## src/verilog/ntm_modular_pkg.sv

```systemverilog
/* Shared word sizes, operation codes and bundled structs for the modular
   vector adder; imported by the RTL and the testbench */

package ntm_modular_pkg;

  ////////////////////////////////////////////////////////////////////////////
  // Sizes
  ////////////////////////////////////////////////////////////////////////////

  localparam int DATA_SIZE    = 64;
  localparam int CONTROL_SIZE = 16;

  typedef logic [DATA_SIZE-1:0]    data_t;
  typedef logic [CONTROL_SIZE-1:0] index_t;

  // Add or subtract, one bit
  typedef enum logic {
    MOD_ADD = 1'b0,
    MOD_SUB = 1'b1
  } modular_op_t;

  // Host configuration, sampled with start (81 bits)
  typedef struct packed {
    data_t       modulo;
    index_t      size;
    modular_op_t operation;
  } vector_cfg_t;

  // One operand pair for the scalar unit (193 bits)
  typedef struct packed {
    modular_op_t operation;
    data_t       modulo;
    data_t       data_a;
    data_t       data_b;
  } scalar_req_t;

endpackage

```

## src/verilog/ntm_scalar_modular_adder.sv

```systemverilog
/* Two-stage modular add/subtract of one reduced operand pair; ready pulses
   two cycles after start, and a new start is accepted every cycle */

module ntm_scalar_modular_adder
  import ntm_modular_pkg::*;
(
  input  logic        CLK,
  input  logic        RST,
  input  logic        start,
  input  scalar_req_t req,
  output logic        ready,
  output data_t       result
);

  ////////////////////////////////////////////////////////////////////////////
  // Stage 1: raw sum or difference
  ////////////////////////////////////////////////////////////////////////////

  // One extra bit holds the carry of a sum or the borrow of a difference
  logic [DATA_SIZE:0] raw_next;
  logic [DATA_SIZE:0] raw_s1;
  logic               valid_s1;
  data_t              modulo_s1;
  modular_op_t        op_s1;

  assign raw_next = (req.operation == MOD_SUB) ?
                    ({1'b0, req.data_a} - {1'b0, req.data_b}) :
                    ({1'b0, req.data_a} + {1'b0, req.data_b});

  // Valid bit travels with the data
  always_ff @(posedge CLK or posedge RST) begin
    if (RST) begin
      valid_s1 <= 1'b0;
    end else begin
      valid_s1 <= start;
    end
  end

  // Modulus and operation ride along so requests in flight stay apart
  always_ff @(posedge CLK) begin
    if (start) begin
      raw_s1    <= raw_next;
      modulo_s1 <= req.modulo;
      op_s1     <= req.operation;
    end
  end

  ////////////////////////////////////////////////////////////////////////////
  // Stage 2: single correction into [0, modulo)
  ////////////////////////////////////////////////////////////////////////////

  logic [DATA_SIZE:0] minus_mod;
  data_t              corrected;

  assign minus_mod = raw_s1 - {1'b0, modulo_s1};

  always_comb begin
    corrected = raw_s1[DATA_SIZE-1:0];
    if (op_s1 == MOD_ADD) begin
      // Sum at or above modulus, subtract once
      if (raw_s1 >= {1'b0, modulo_s1}) begin
        corrected = minus_mod[DATA_SIZE-1:0];
      end
    end else if (raw_s1[DATA_SIZE]) begin
      // Borrow set, wrap back by one modulus
      corrected = raw_s1[DATA_SIZE-1:0] + modulo_s1;
    end
  end

  always_ff @(posedge CLK or posedge RST) begin
    if (RST) begin
      ready <= 1'b0;
    end else begin
      ready <= valid_s1;
    end
  end

  always_ff @(posedge CLK) begin
    if (valid_s1) begin
      result <= corrected;
    end
  end

endmodule

```

## src/verilog/ntm_vector_modular_adder.sv

```systemverilog
/* Element-wise modular add/subtract of two streamed vectors; collects each
   A/B pair, runs it through the scalar unit and counts elements to the end */

module ntm_vector_modular_adder
  import ntm_modular_pkg::*;
(
  input  logic        CLK,
  input  logic        RST,
  input  logic        start,
  input  vector_cfg_t cfg,
  input  logic        data_a_in_enable,
  input  logic        data_b_in_enable,
  input  data_t       data_a_in,
  input  data_t       data_b_in,
  output logic        ready,
  output logic        data_out_enable,
  output data_t       data_out
);

  ////////////////////////////////////////////////////////////////////////////
  // Signals
  ////////////////////////////////////////////////////////////////////////////

  typedef enum logic [1:0] {
    ST_IDLE,
    ST_INPUT,
    ST_WAIT
  } state_t;

  state_t      state;
  index_t      index;
  logic        last_element;

  // Latched configuration and operands
  vector_cfg_t cfg_q;
  data_t       operand_a;
  data_t       operand_b;
  logic        flag_a;
  logic        flag_b;

  // Scalar unit hookup
  logic        start_scalar;
  logic        ready_scalar;
  scalar_req_t req;
  data_t       result_scalar;

  assign last_element = (index == cfg_q.size - index_t'(1));

  // Request stays stable while the scalar unit works
  assign req = '{
    operation: cfg_q.operation,
    modulo:    cfg_q.modulo,
    data_a:    operand_a,
    data_b:    operand_b
  };

  ////////////////////////////////////////////////////////////////////////////
  // Payload capture
  ////////////////////////////////////////////////////////////////////////////

  always_ff @(posedge CLK) begin
    if (state == ST_IDLE && start) begin
      cfg_q <= cfg;
    end
    // Each operand under its own strobe
    if (state == ST_INPUT && data_a_in_enable) begin
      operand_a <= data_a_in;
    end
    if (state == ST_INPUT && data_b_in_enable) begin
      operand_b <= data_b_in;
    end
  end

  ////////////////////////////////////////////////////////////////////////////
  // Control FSM
  ////////////////////////////////////////////////////////////////////////////

  always_ff @(posedge CLK or posedge RST) begin
    if (RST) begin
      state           <= ST_IDLE;
      index           <= '0;
      flag_a          <= 1'b0;
      flag_b          <= 1'b0;
      start_scalar    <= 1'b0;
      ready           <= 1'b0;
      data_out_enable <= 1'b0;
      data_out        <= '0;
    end else begin
      // Strobes default low, single-cycle pulses
      start_scalar    <= 1'b0;
      ready           <= 1'b0;
      data_out_enable <= 1'b0;
      case (state)
        ST_IDLE: begin
          if (start) begin
            index <= '0;
            state <= ST_INPUT;
          end
        end
        ST_INPUT: begin
          if (data_a_in_enable) begin
            flag_a <= 1'b1;
          end
          if (data_b_in_enable) begin
            flag_b <= 1'b1;
          end
          // Pair complete, hand it to the scalar unit
          if (flag_a && flag_b) begin
            start_scalar <= 1'b1;
            flag_a       <= 1'b0;
            flag_b       <= 1'b0;
            state        <= ST_WAIT;
          end
        end
        ST_WAIT: begin
          if (ready_scalar) begin
            data_out        <= result_scalar;
            data_out_enable <= 1'b1;
            if (last_element) begin
              ready <= 1'b1;
              state <= ST_IDLE;
            end else begin
              index <= index + index_t'(1);
              state <= ST_INPUT;
            end
          end
        end
        default: begin
          state <= ST_IDLE;
        end
      endcase
    end
  end

  // Restarted once per element
  ntm_scalar_modular_adder scalar_adder (
    .CLK   (CLK),
    .RST   (RST),
    .start (start_scalar),
    .req   (req),
    .ready (ready_scalar),
    .result(result_scalar)
  );

endmodule

```

## src/verilog/ntm_modular_top.sv

```systemverilog
/* Top level of the modular vector block; ports go straight to the vector
   adder, so latency equals that of the vector adder */

module ntm_modular_top
  import ntm_modular_pkg::*;
(
  input  logic        CLK,
  input  logic        RST,
  input  logic        start,
  input  vector_cfg_t cfg,
  input  logic        data_a_in_enable,
  input  logic        data_b_in_enable,
  input  data_t       data_a_in,
  input  data_t       data_b_in,
  output logic        ready,
  output logic        data_out_enable,
  output data_t       data_out
);

  // Element-wise A +/- B mod cfg.modulo
  ntm_vector_modular_adder vector_adder (
    .CLK             (CLK),
    .RST             (RST),
    .start           (start),
    .cfg             (cfg),
    .data_a_in_enable(data_a_in_enable),
    .data_b_in_enable(data_b_in_enable),
    .data_a_in       (data_a_in),
    .data_b_in       (data_b_in),
    .ready           (ready),
    .data_out_enable (data_out_enable),
    .data_out        (data_out)
  );

endmodule

```

## config.mk

```make
export PLATFORM = sky130hd
export DESIGN_NAME = ntm_modular_top
export DESIGN_NICKNAME = d
export VERILOG_FILES = /design/src/verilog/ntm_modular_pkg.sv /design/src/verilog/ntm_scalar_modular_adder.sv /design/src/verilog/ntm_vector_modular_adder.sv /design/src/verilog/ntm_modular_top.sv
export SDC_FILE = /design/constraint.sdc
export NUM_CORES = 1
export LEC_CHECK = 0
export BUFFER_PORTS_ARGS = -buffer_cell sky130_fd_sc_hd__buf_2
export CORE_ASPECT_RATIO = 2
export CORE_UTILIZATION = 45
export DETAILED_ROUTE_END_ITERATION = 16
export SYNTH_ARGS = -nofsm -noshare
export SYNTH_HDL_FRONTEND = slang
export SYNTH_SLANG_ARGS = --single-unit
```

## constraint.sdc

```tcl
create_clock -name CLK -period 6.9 [get_ports CLK]
set_input_delay 1.035 -clock CLK [delete_from_list [all_inputs] [get_ports CLK]]
set_output_delay 1.035 -clock CLK [all_outputs]
set_load 0.01 [all_outputs]
```

# [Word level (Yosys, flattened, before mapping)]
# Cells that the tools add are included.
[word_totals] register_bits=492
[classes] reduce_logical=13 n_addsub=6 magnitude_cmp=1 n_eq_ne=7 mux=24
[op_table] operator="64-bit two-way mux" n=3
[op_table] operator="64-bit by 64-bit adder with 65-bit output" n=1
[op_table] operator="65-bit by 64-bit greater-or-equal comparator with 1-bit output" n=1
[op_table] operator="65-bit two-way mux" n=1
[op_table] operator="64-bit by 64-bit subtractor with 65-bit output" n=1
[op_table] operator="64-bit adder" n=1
[op_table] operator="64-bit subtractor" n=1
[op_table] operator="16-bit two-way mux" n=3
[op_table] operator="16-bit case mux with 2 select lines" n=1
[op_table] operator="16-bit by 1-bit adder with 16-bit output (second input constant)" n=1
[op_table] operator="16-bit equality test" n=1
[op_table] operator="16-bit by 1-bit subtractor with 16-bit output (second input constant)" n=1
[op_table] operator="1-bit two-way mux" n=12
[op_table] operator="2-bit inequality test (second input constant)" n=4
[op_table] operator="2-bit two-way mux" n=3
[op_table] operator="2-bit case mux with 3 select lines" n=1
[op_table] operator="2-bit AND reduction" n=3
[op_table] operator="2-bit nonzero test" n=3
[op_table] operator="1-bit logical AND" n=4
[op_table] operator="4-bit AND reduction" n=1
[op_table] operator="3-bit AND reduction" n=1
[op_table] operator="2-bit by 1-bit equality test with 1-bit output (second input constant)" n=1
[op_table] operator="2-bit equality test (second input constant)" n=1
[op_table] operator="2-bit zero test" n=1

# [Longest topological paths before layout]
# Gate-level depths: netlist (run 1).
[depth] ltp_word=5 depth_mapped=24

# [Hierarchy]
# From an unflattened synthesis (run 1), not the netlist that was laid out.
[unflattened] hier_cells=3118 hier_area_um2=30645.6
[modules_own_cells] module="ntm_scalar_modular_adder" cells_each=2435 seq_area_each_um2=5875.6 area_each_um2=20238.2 n_inst=1
[modules_own_cells] module="ntm_vector_modular_adder" cells_each=683 seq_area_each_um2=8453.1 area_each_um2=10407.5 n_inst=1

# [Least setup slack after synthesis (run 1)]
# No wires, ideal clock.
[synth_path] path_kind="reg2reg" from="reg vector_adder.operand_b[9]" to="reg vector_adder.scalar_adder.raw_s1[64], data pin" synth_period_minus_slack_ns=4.896 setup_slack_ns=2.004 stages_incl_launch_ff=25 required_time_ns=6.638 arrival_time_ns=4.634 path_cell_list="edfxtp_1 or3_1 or3_1 and2b_1 nand2_1 nor2_2 and3_1 nand2_1 or2_1 nor2_1 nor2_1 xnor2_1 ha_1 clkbuf_1 a21o_1 a21o_1 a21o_1 a21o_1 a21o_1 a311o_1 a21o_1 a21oi_1 o31ai_1 a21oi_1 xor2_1"
[synth_via] elab_chain_cells=2 word_cells_on_any_way=3 classes_between="2 x add/sub; 1 x mux"
[synth_lines] item="start: declaration" line="ntm_vector_modular_adder.sv:37" text="data_t operand_b;"
[synth_lines] item="start signal: assignment" line="ntm_vector_modular_adder.sv:70" text="operand_b <= data_b_in;"
[synth_lines] item="64-bit by 64-bit adder with 65-bit output or 64-bit by 64-bit subtractor with 65-bit output (tied branches)" line="ntm_scalar_modular_adder.sv:28, ntm_scalar_modular_adder.sv:27"
[synth_lines] item="65-bit two-way mux *" line="ntm_scalar_modular_adder.sv:26" text="assign raw_next = (req.operation == MOD_SUB) ?"
[synth_lines] item="named net vector_adder.scalar_adder.raw_next[64]" line="ntm_scalar_modular_adder.sv:20" text="logic [DATA_SIZE:0] raw_next;"
[synth_lines] item="end signal: assignment" line="ntm_scalar_modular_adder.sv:42" text="raw_s1 <= raw_next;"
[synth_lines] item="end: declaration" line="ntm_scalar_modular_adder.sv:21" text="logic [DATA_SIZE:0] raw_s1;"
# The timed path passes the listed nets; every way through them passes the cells marked *.
# A chain may end at the register's enable or synchronous reset.

# [Final worst setup path (run 1)]
[layout_path] from="reg vector_adder.operand_b[14]" to="reg vector_adder.scalar_adder.raw_s1[61], data pin"
# The elaborated chain is that of the path after synthesis.

==> flow_summary_export.csv, run 1 <==
group,metric,value,unit
status,status,"complete, no violations",
place,dpl.hpwl,79.9,mm
critical_path,critPathLaunchType,"flop",
clock_network,clkTransAtPathRegs,70,ps
timing,post-route-min-period,5720,ps
timing,maxSlewHeadroom,0.254,
finish,fillCellCount,6320,
job,drv_cap,0,
synthesis,yosysTopAreaCell,"edfxtp_1",
min_path,hold_path_depth,0,
synthesis,synth-edff-count,403,
clock_network,cts_setup_buffers,0,
global_route,grt_max_degree,71,
finish,final_cell_mix,"edfxtp_1, nand2_1, a21oi_1",
critical_path,critical_path.max_fanout,7,
synthesis,synthTopCellsByArea,"edfxtp_1, ha_1, dfrtp_1, xnor2_1, a21oi_1",
synthesis,synth_cell_types,102,
timing,worst_slew_pin_slew,1120,ps
route,ant_nets,0,
die,die_h,373,um
global_route,grt_pass1_vias,25700,
critical_path,cp-startpoint,"vector_adder.operand_b[14]",
die,die-area,70000,um2
critical_path,worstRegToRegCells,16,
min_path,hp-start,"vector_adder.cfg_q[30]",
critical_path,cp-end-kind,"flop",
synthesis,synthArstFlopShare,0.181,
synthesis,yosys_warnings,0,
synthesis,synth.avg_cell_area,9.71,um2
min_path,hp-class,"reg -> reg",
critical_path,required,7250,ps
synthesis,ys.flop_type,"edfxtp_1",
finish,num_antenna_cells,0,
clock_network,cts_buffers,46,
clock_network,h-tree-depth,2,
route,wl_per_cell,23.2,um
clock_network,cts_resized,0,
clock_network,holdBufCountCts,0,
clock_network,cts-root-buf,"clkbuf_16",
timing,rsz0062_at_grt,"false",
clock_network,cts_buffer_depth,3,
die,io_pins,280,
route,routed_wl,101,mm
timing,fin_crit_sh,0.830,
place,numPortBuffers,279,
global_route,grt_overflow_total,0,
clock_network,tritoncts,"built",
finish,nets,3818,
timing,skew,28.2,ps
route,dr.pass1.iters,6,
critical_path,crit_arrival,6080,ps
finish,final_common_cell,"edfxtp_1",
die,core,67900,um2
pwr,power,15900,uW
synthesis,ys_seq_area_frac,0.462,
synthesis,syn_inst,3192,
die,initial_core_util,0.456,
place,gp_congestion,1.03,
clock_network,clock-sinks,492,
critical_path,r2r-start,"vector_adder.operand_b[14]",
pwr,peakVddDrop,0.256,mV
clock_network,insertion_delay,610,ps
route,drc,0,
die,die_x,188,um
finish,fin_util,0.511,
pwr,powerDensity,458,nW/um2
timing,setup-violations-final,0,
timing,maxSlewViolCount,0,
finish,synthToLayoutAreaGrowth,11.9,%
global_route,antenna_found_initial,0,
die,rows,135,
synthesis,synth_nets,3603,
timing,fmax,175,MHz
finish,drive_gt1_frac,0.128,
synthesis,synth_top_area_frac,0.390,
global_route,grt_pass1_wl,151,mm
route,routed-via-count,25200,
pwr,p_leak,0.0140,uW
critical_path,timing.setup.critical_path_class,"reg -> reg",
timing,hold_viol,0,
route,drt_first_iter_violations,1545,
synthesis,synth_seq_cells,492,
route,routed_via_density,5.82,
synthesis,syn_area,31000,um2
timing,fin_tns_setup,0,ps
global_route,grt_use_total,0.283,
==> critical path: stages (launching register included) <==
cell and delay, ps:
edfxtp_1 430, nor4_1 560, nand3_1 180, nor4_1 680, nand3_1 280, o41ai_1 360
xor2_1 120, ha_1 430, and3_1 210, nand2_1 90, nor4_1 250, o21ai_0 160
a21oi_1 350, a21oi_1 200, o21ai_0 790, a311o_1 300, nand3_1 80
==> where the power goes <==
group / internal [uW] / total, uW / switching (uW)
Combinational: 2950 / 8250 / 5300
Clock: 1430 / 2580 / 1150
Sequential: 4390 / 5040 / 650
==> metal layers <==
metal | track usage | vias up | wire (um)
met4 | 0.154 | 0 | 5770
met3 | 0.0302 | 245 | 4170
met2 | 0.531 | 883 | 52700
met5 | 0 | - | 0
li1 | - | 12000 | -
met1 | 0.307 | 12100 | 37800
==> synth_stat cells, types with 64 or more instances <==
cell type,instances
a21o_1,71
dfrtp_1,89
o21ai_0,162
nand2_1,365
xnor2_1,192
a21oi_1,322
inv_1,172
nor3_1,64
edfxtp_1,403
clkbuf_1,88
ha_1,194
nor2_1,268
==> final cells by class <==
class                           instances  area (um2)  share of cell area
Tap cell                              890        1110              0.0321
Clock inverter                         30         256             0.00739
Timing Repair Buffer                  312        1640              0.0474
Clock buffer                           55        1260              0.0363
Inverter                              173         651              0.0188
Sequential cell                       492       14300               0.413
Multi-Input combinational cell       2382       15400               0.445
==> worst paths after layout <==
path	to	slack (ps)
min reg2reg	vector_adder.scalar_adder.modulo_s1[13]	420
max in group asynchronous	vector_adder.scalar_adder.valid_s1	5160
min in group asynchronous	vector_adder.index[9]	430
min	vector_adder.scalar_adder.modulo_s1[13]	420
max reg2reg	vector_adder.scalar_adder.raw_s1[61]	1180
max	vector_adder.scalar_adder.raw_s1[61]	1180
==> registers in the layout (all words and copies together) (netlist names), 16 cells and up <==
signal / cells
vector_adder.scalar_adder.result: 64
vector_adder.scalar_adder.modulo_s1: 64
vector_adder.index: 16
vector_adder.operand_b: 64
vector_adder.operand_a: 64
vector_adder.data_out: 64
vector_adder.scalar_adder.raw_s1: 65
vector_adder.cfg_q: 81
==> logic make-up (layout without fill, tap and decap cells) <==
group / count (synthesis) / after routing / share of synthesized area
and+or+nand+nor: 1003 / 1003 / 0.151
xor gates and xnor gates: 252 / 252 / 0.0712
DFF: 492 / 492 / 0.462
AOI/OAI and AO/OA: 905 / 905 / 0.186
adders and majority gates: 197 / 197 / 0.0802
buffers and inverters: 318 / 570 / 0.0410
muxes: 25 / 25 / 0.00823
==> metrics by stage <==
step | hold WS [ps] | instances | worst slack, ps | cell area, um2
floorplan | 400 | 3192 | 2000 | 31000
global placement | 401 | 4249 | 1110 | 33200
detailed placement | 405 | 4249 | 1090 | 33200
CTS | 412 | 4334 | 1110 | 34700
global route | 425 | 4334 | 659 | 34700
finish | 418 | 4334 | 1180 | 34700
Power figures use the tool's default switching activity.
==> run 2: changes to the inputs <==
==> constraint.sdc (replaced) <==
create_clock -name CLK -period 5.8 [get_ports CLK]
set_input_delay 0.87 -clock CLK [delete_from_list [all_inputs] [get_ports CLK]]
set_output_delay 0.87 -clock CLK [all_outputs]
set_load 0.01 [all_outputs]
==> run 2 against run 1 <==
Register-to-register slack got worse by 780 ps. Clock power grew 19%. Sequential power is 19% higher. First-iteration DRC count decreased by 5.8%. Fmax up 6.0%. Wire length down 0.68%. Flip-flop and latch count stayed put. Clock skew fell by 6.0 ps. Utilization increased by 0.42 points. Non-clock buffer count up 28. Largest power group unchanged. Total power up 20%. Clock-buffer cell count grew 8.
==> flow_summary_export.csv, run 2 (synthesis results as in run 1) <==
group,metric,value,unit
global_route,use_met2,0.528,
route,drc,0,
timing,post-route-min-period,5400,ps
pwr,combPwrFrac,0.521,
route,routed_wl,99.8,mm
clock_network,h-tree-depth,2,
critical_path,cp-end-kind,"flop",
critical_path,crit_arrival,5750,ps
finish,nets,3847,
timing,skew,22.2,ps
timing,fmax,185,MHz
clock_network,clkTransAtPathRegs,70,ps
timing,worst_slack,400,ps
critical_path,critPathLaunchType,"flop",
pwr,power_frac_clock,0.162,
critical_path,timing.setup.critical_path_class,"reg -> reg",
timing,rsz0062_at_grt,"false",
die,core,67900,um2
finish,multi_input_area,15400,um2
place,post-place-ws,363,ps
finish,final_common_cell,"edfxtp_1",
min_path,hp-class,"in -> async",
timing,hold_viol,0,
pwr,p_switching,8460,uW
global_route,grt_use_total,0.282,
status,status,"complete, no violations",
place,place_area,33400,um2
timing,fin_crit_sh,0.931,
clock_network,tritoncts,"built",
finish,regArea,14300,um2
pwr,switching_share,0.445,
pwr,peakVddDrop,0.346,mV
clock_network,cts_resized,0,
finish,largest-register,"vector_adder.cfg_q",
global_route,grt_pass1_wl,150,mm
clock_network,cts-root-buf,"clkbuf_16",
global_route,grt_max_degree,67,
clock_network,cts_setup_buffers,0,
finish,design_area,35000,um2
die,initial_core_util,0.456,
pwr,power,19000,uW
finish,final_cell_mix,"edfxtp_1, nand2_1, a21oi_1",
route,routed-via-count,25200,
clock_network,insertion_delay,610,ps
critical_path,required,6150,ps
finish,reg.largest.list,"vector_adder.cfg_q: 81 flops, vector_adder.scalar_adder.raw_s1: 65 flops",
die,io_pins,280,
timing,worst_slew_pin_slew,1170,ps
timing,maxSlewHeadroom,0.220,
clock_network,clock-sinks,492,
pwr,seqPwrFrac,0.317,
global_route,grt_pass1_vias,25500,
finish,drive_gt1_frac,0.135,
finish,num_antenna_cells,0,
timing,hold-worst-slack,346,ps
finish,largest_reg_flops,81,
critical_path,cp-startpoint,"vector_adder.operand_b[2]",
global_route,antenna_found_initial,1,
finish,synthToLayoutAreaGrowth,12.8,%
route,ant_nets,0,
global_route,busiest_layer,"met2",
timing,maxSlewViolCount,0,
die,die_x,188,um
global_route,grt_overflow_total,0,
global_route,gr-usage-met1,0.312,
clock_network,holdBufCountCts,0,
die,die_h,373,um
route,drt_first_iter_violations,1455,
global_route,globalRouteMet3Util,0.0287,
clock_network,cts_buffers,47,
pwr,p_leak,0.0142,uW
timing,fin_tns_setup,0,ps
route,wl_per_cell,22.9,um
critical_path,r2r-start,"vector_adder.operand_b[2]",
finish,fillCellCount,6312,
critical_path,rr_endpoint,"vector_adder.scalar_adder.raw_s1[64]",
pwr,power.internal,10500,uW
job,drv_cap,0,
die,die-area,70000,um2
die,rows,135,
critical_path,worstRegToRegCells,23,
pwr,powerDensity,543,nW/um2
timing,setup-violations-final,0,
clock_network,cts_buffer_depth,3,
place,dpl.hpwl,79.5,mm
critical_path,rrSetupSlack,400,ps
route,dr.pass1.iters,5,
route,routed_via_density,5.77,
place,numPortBuffers,279,
critical_path,critical_path.max_fanout,7,
place,gp_congestion,1.02,
-- run 2: final cells by class --
class | count | area share
inverters | 173 | 0.0186
clock inverters | 23 | 0.00594
flip-flops and latches | 492 | 0.410
clock buffers | 63 | 0.0380
multi-input cells | 2382 | 0.441
well taps | 890 | 0.0318
repair buffers | 340 | 0.0545
-- run 2: power groups by stage --
stage	logic, uW	clock network, uW	registers [uW]
detailed placement	9770	0	6090
finish	9910	3070	6020
CTS	9820	3160	6030
floorplan	6610	0	5950
global route	10800	3260	6130
global placement	9710	0	6060
-- run 2: how the worst max path moves through the flow --
stage	end	cells past startpoint	slack [ps]
detailed placement	vector_adder.scalar_adder.raw_s1[64]	23	360
CTS	vector_adder.scalar_adder.raw_s1[64]	23	340
finish	vector_adder.scalar_adder.raw_s1[64]	23	400
floorplan	vector_adder.scalar_adder.raw_s1[64]	24	900
global route	vector_adder.scalar_adder.raw_s1[64]	23	60
global placement	vector_adder.scalar_adder.raw_s1[64]	23	390
-- run 2: worst max-delay path, stage by stage (launching register included) --
cell	delay, ps
edfxtp_1	470
nor4_1	440
nor4b_2	350
and2b_1	240
nand2_1	140
nor2_2	190
and3_1	240
nand2_1	110
or2_1	310
nor2_1	110
nor2_1	60
xnor2_1	140
ha_1	370
a21o_1	220
a21o_1	170
a21o_1	190
a21o_1	180
a21o_1	190
a311o_1	310
a21o_1	180
a21oi_1	170
o31ai_1	90
a21oi_1	180
xor2_1	80
-- run 2: metal layers --
layer	up-vias	part of all wire
met5	-	0.00011
met4	2	0.053
met3	233	0.036
met2	819	0.52
met1	12000	0.39
li1	12100	-
-- run 2: metrics by stage --
stage,cells,utilization
finish,4363,0.515
global route,4363,0.515
CTS,4363,0.515
detailed placement,4277,0.492
global placement,4277,0.492
floorplan,3192,-
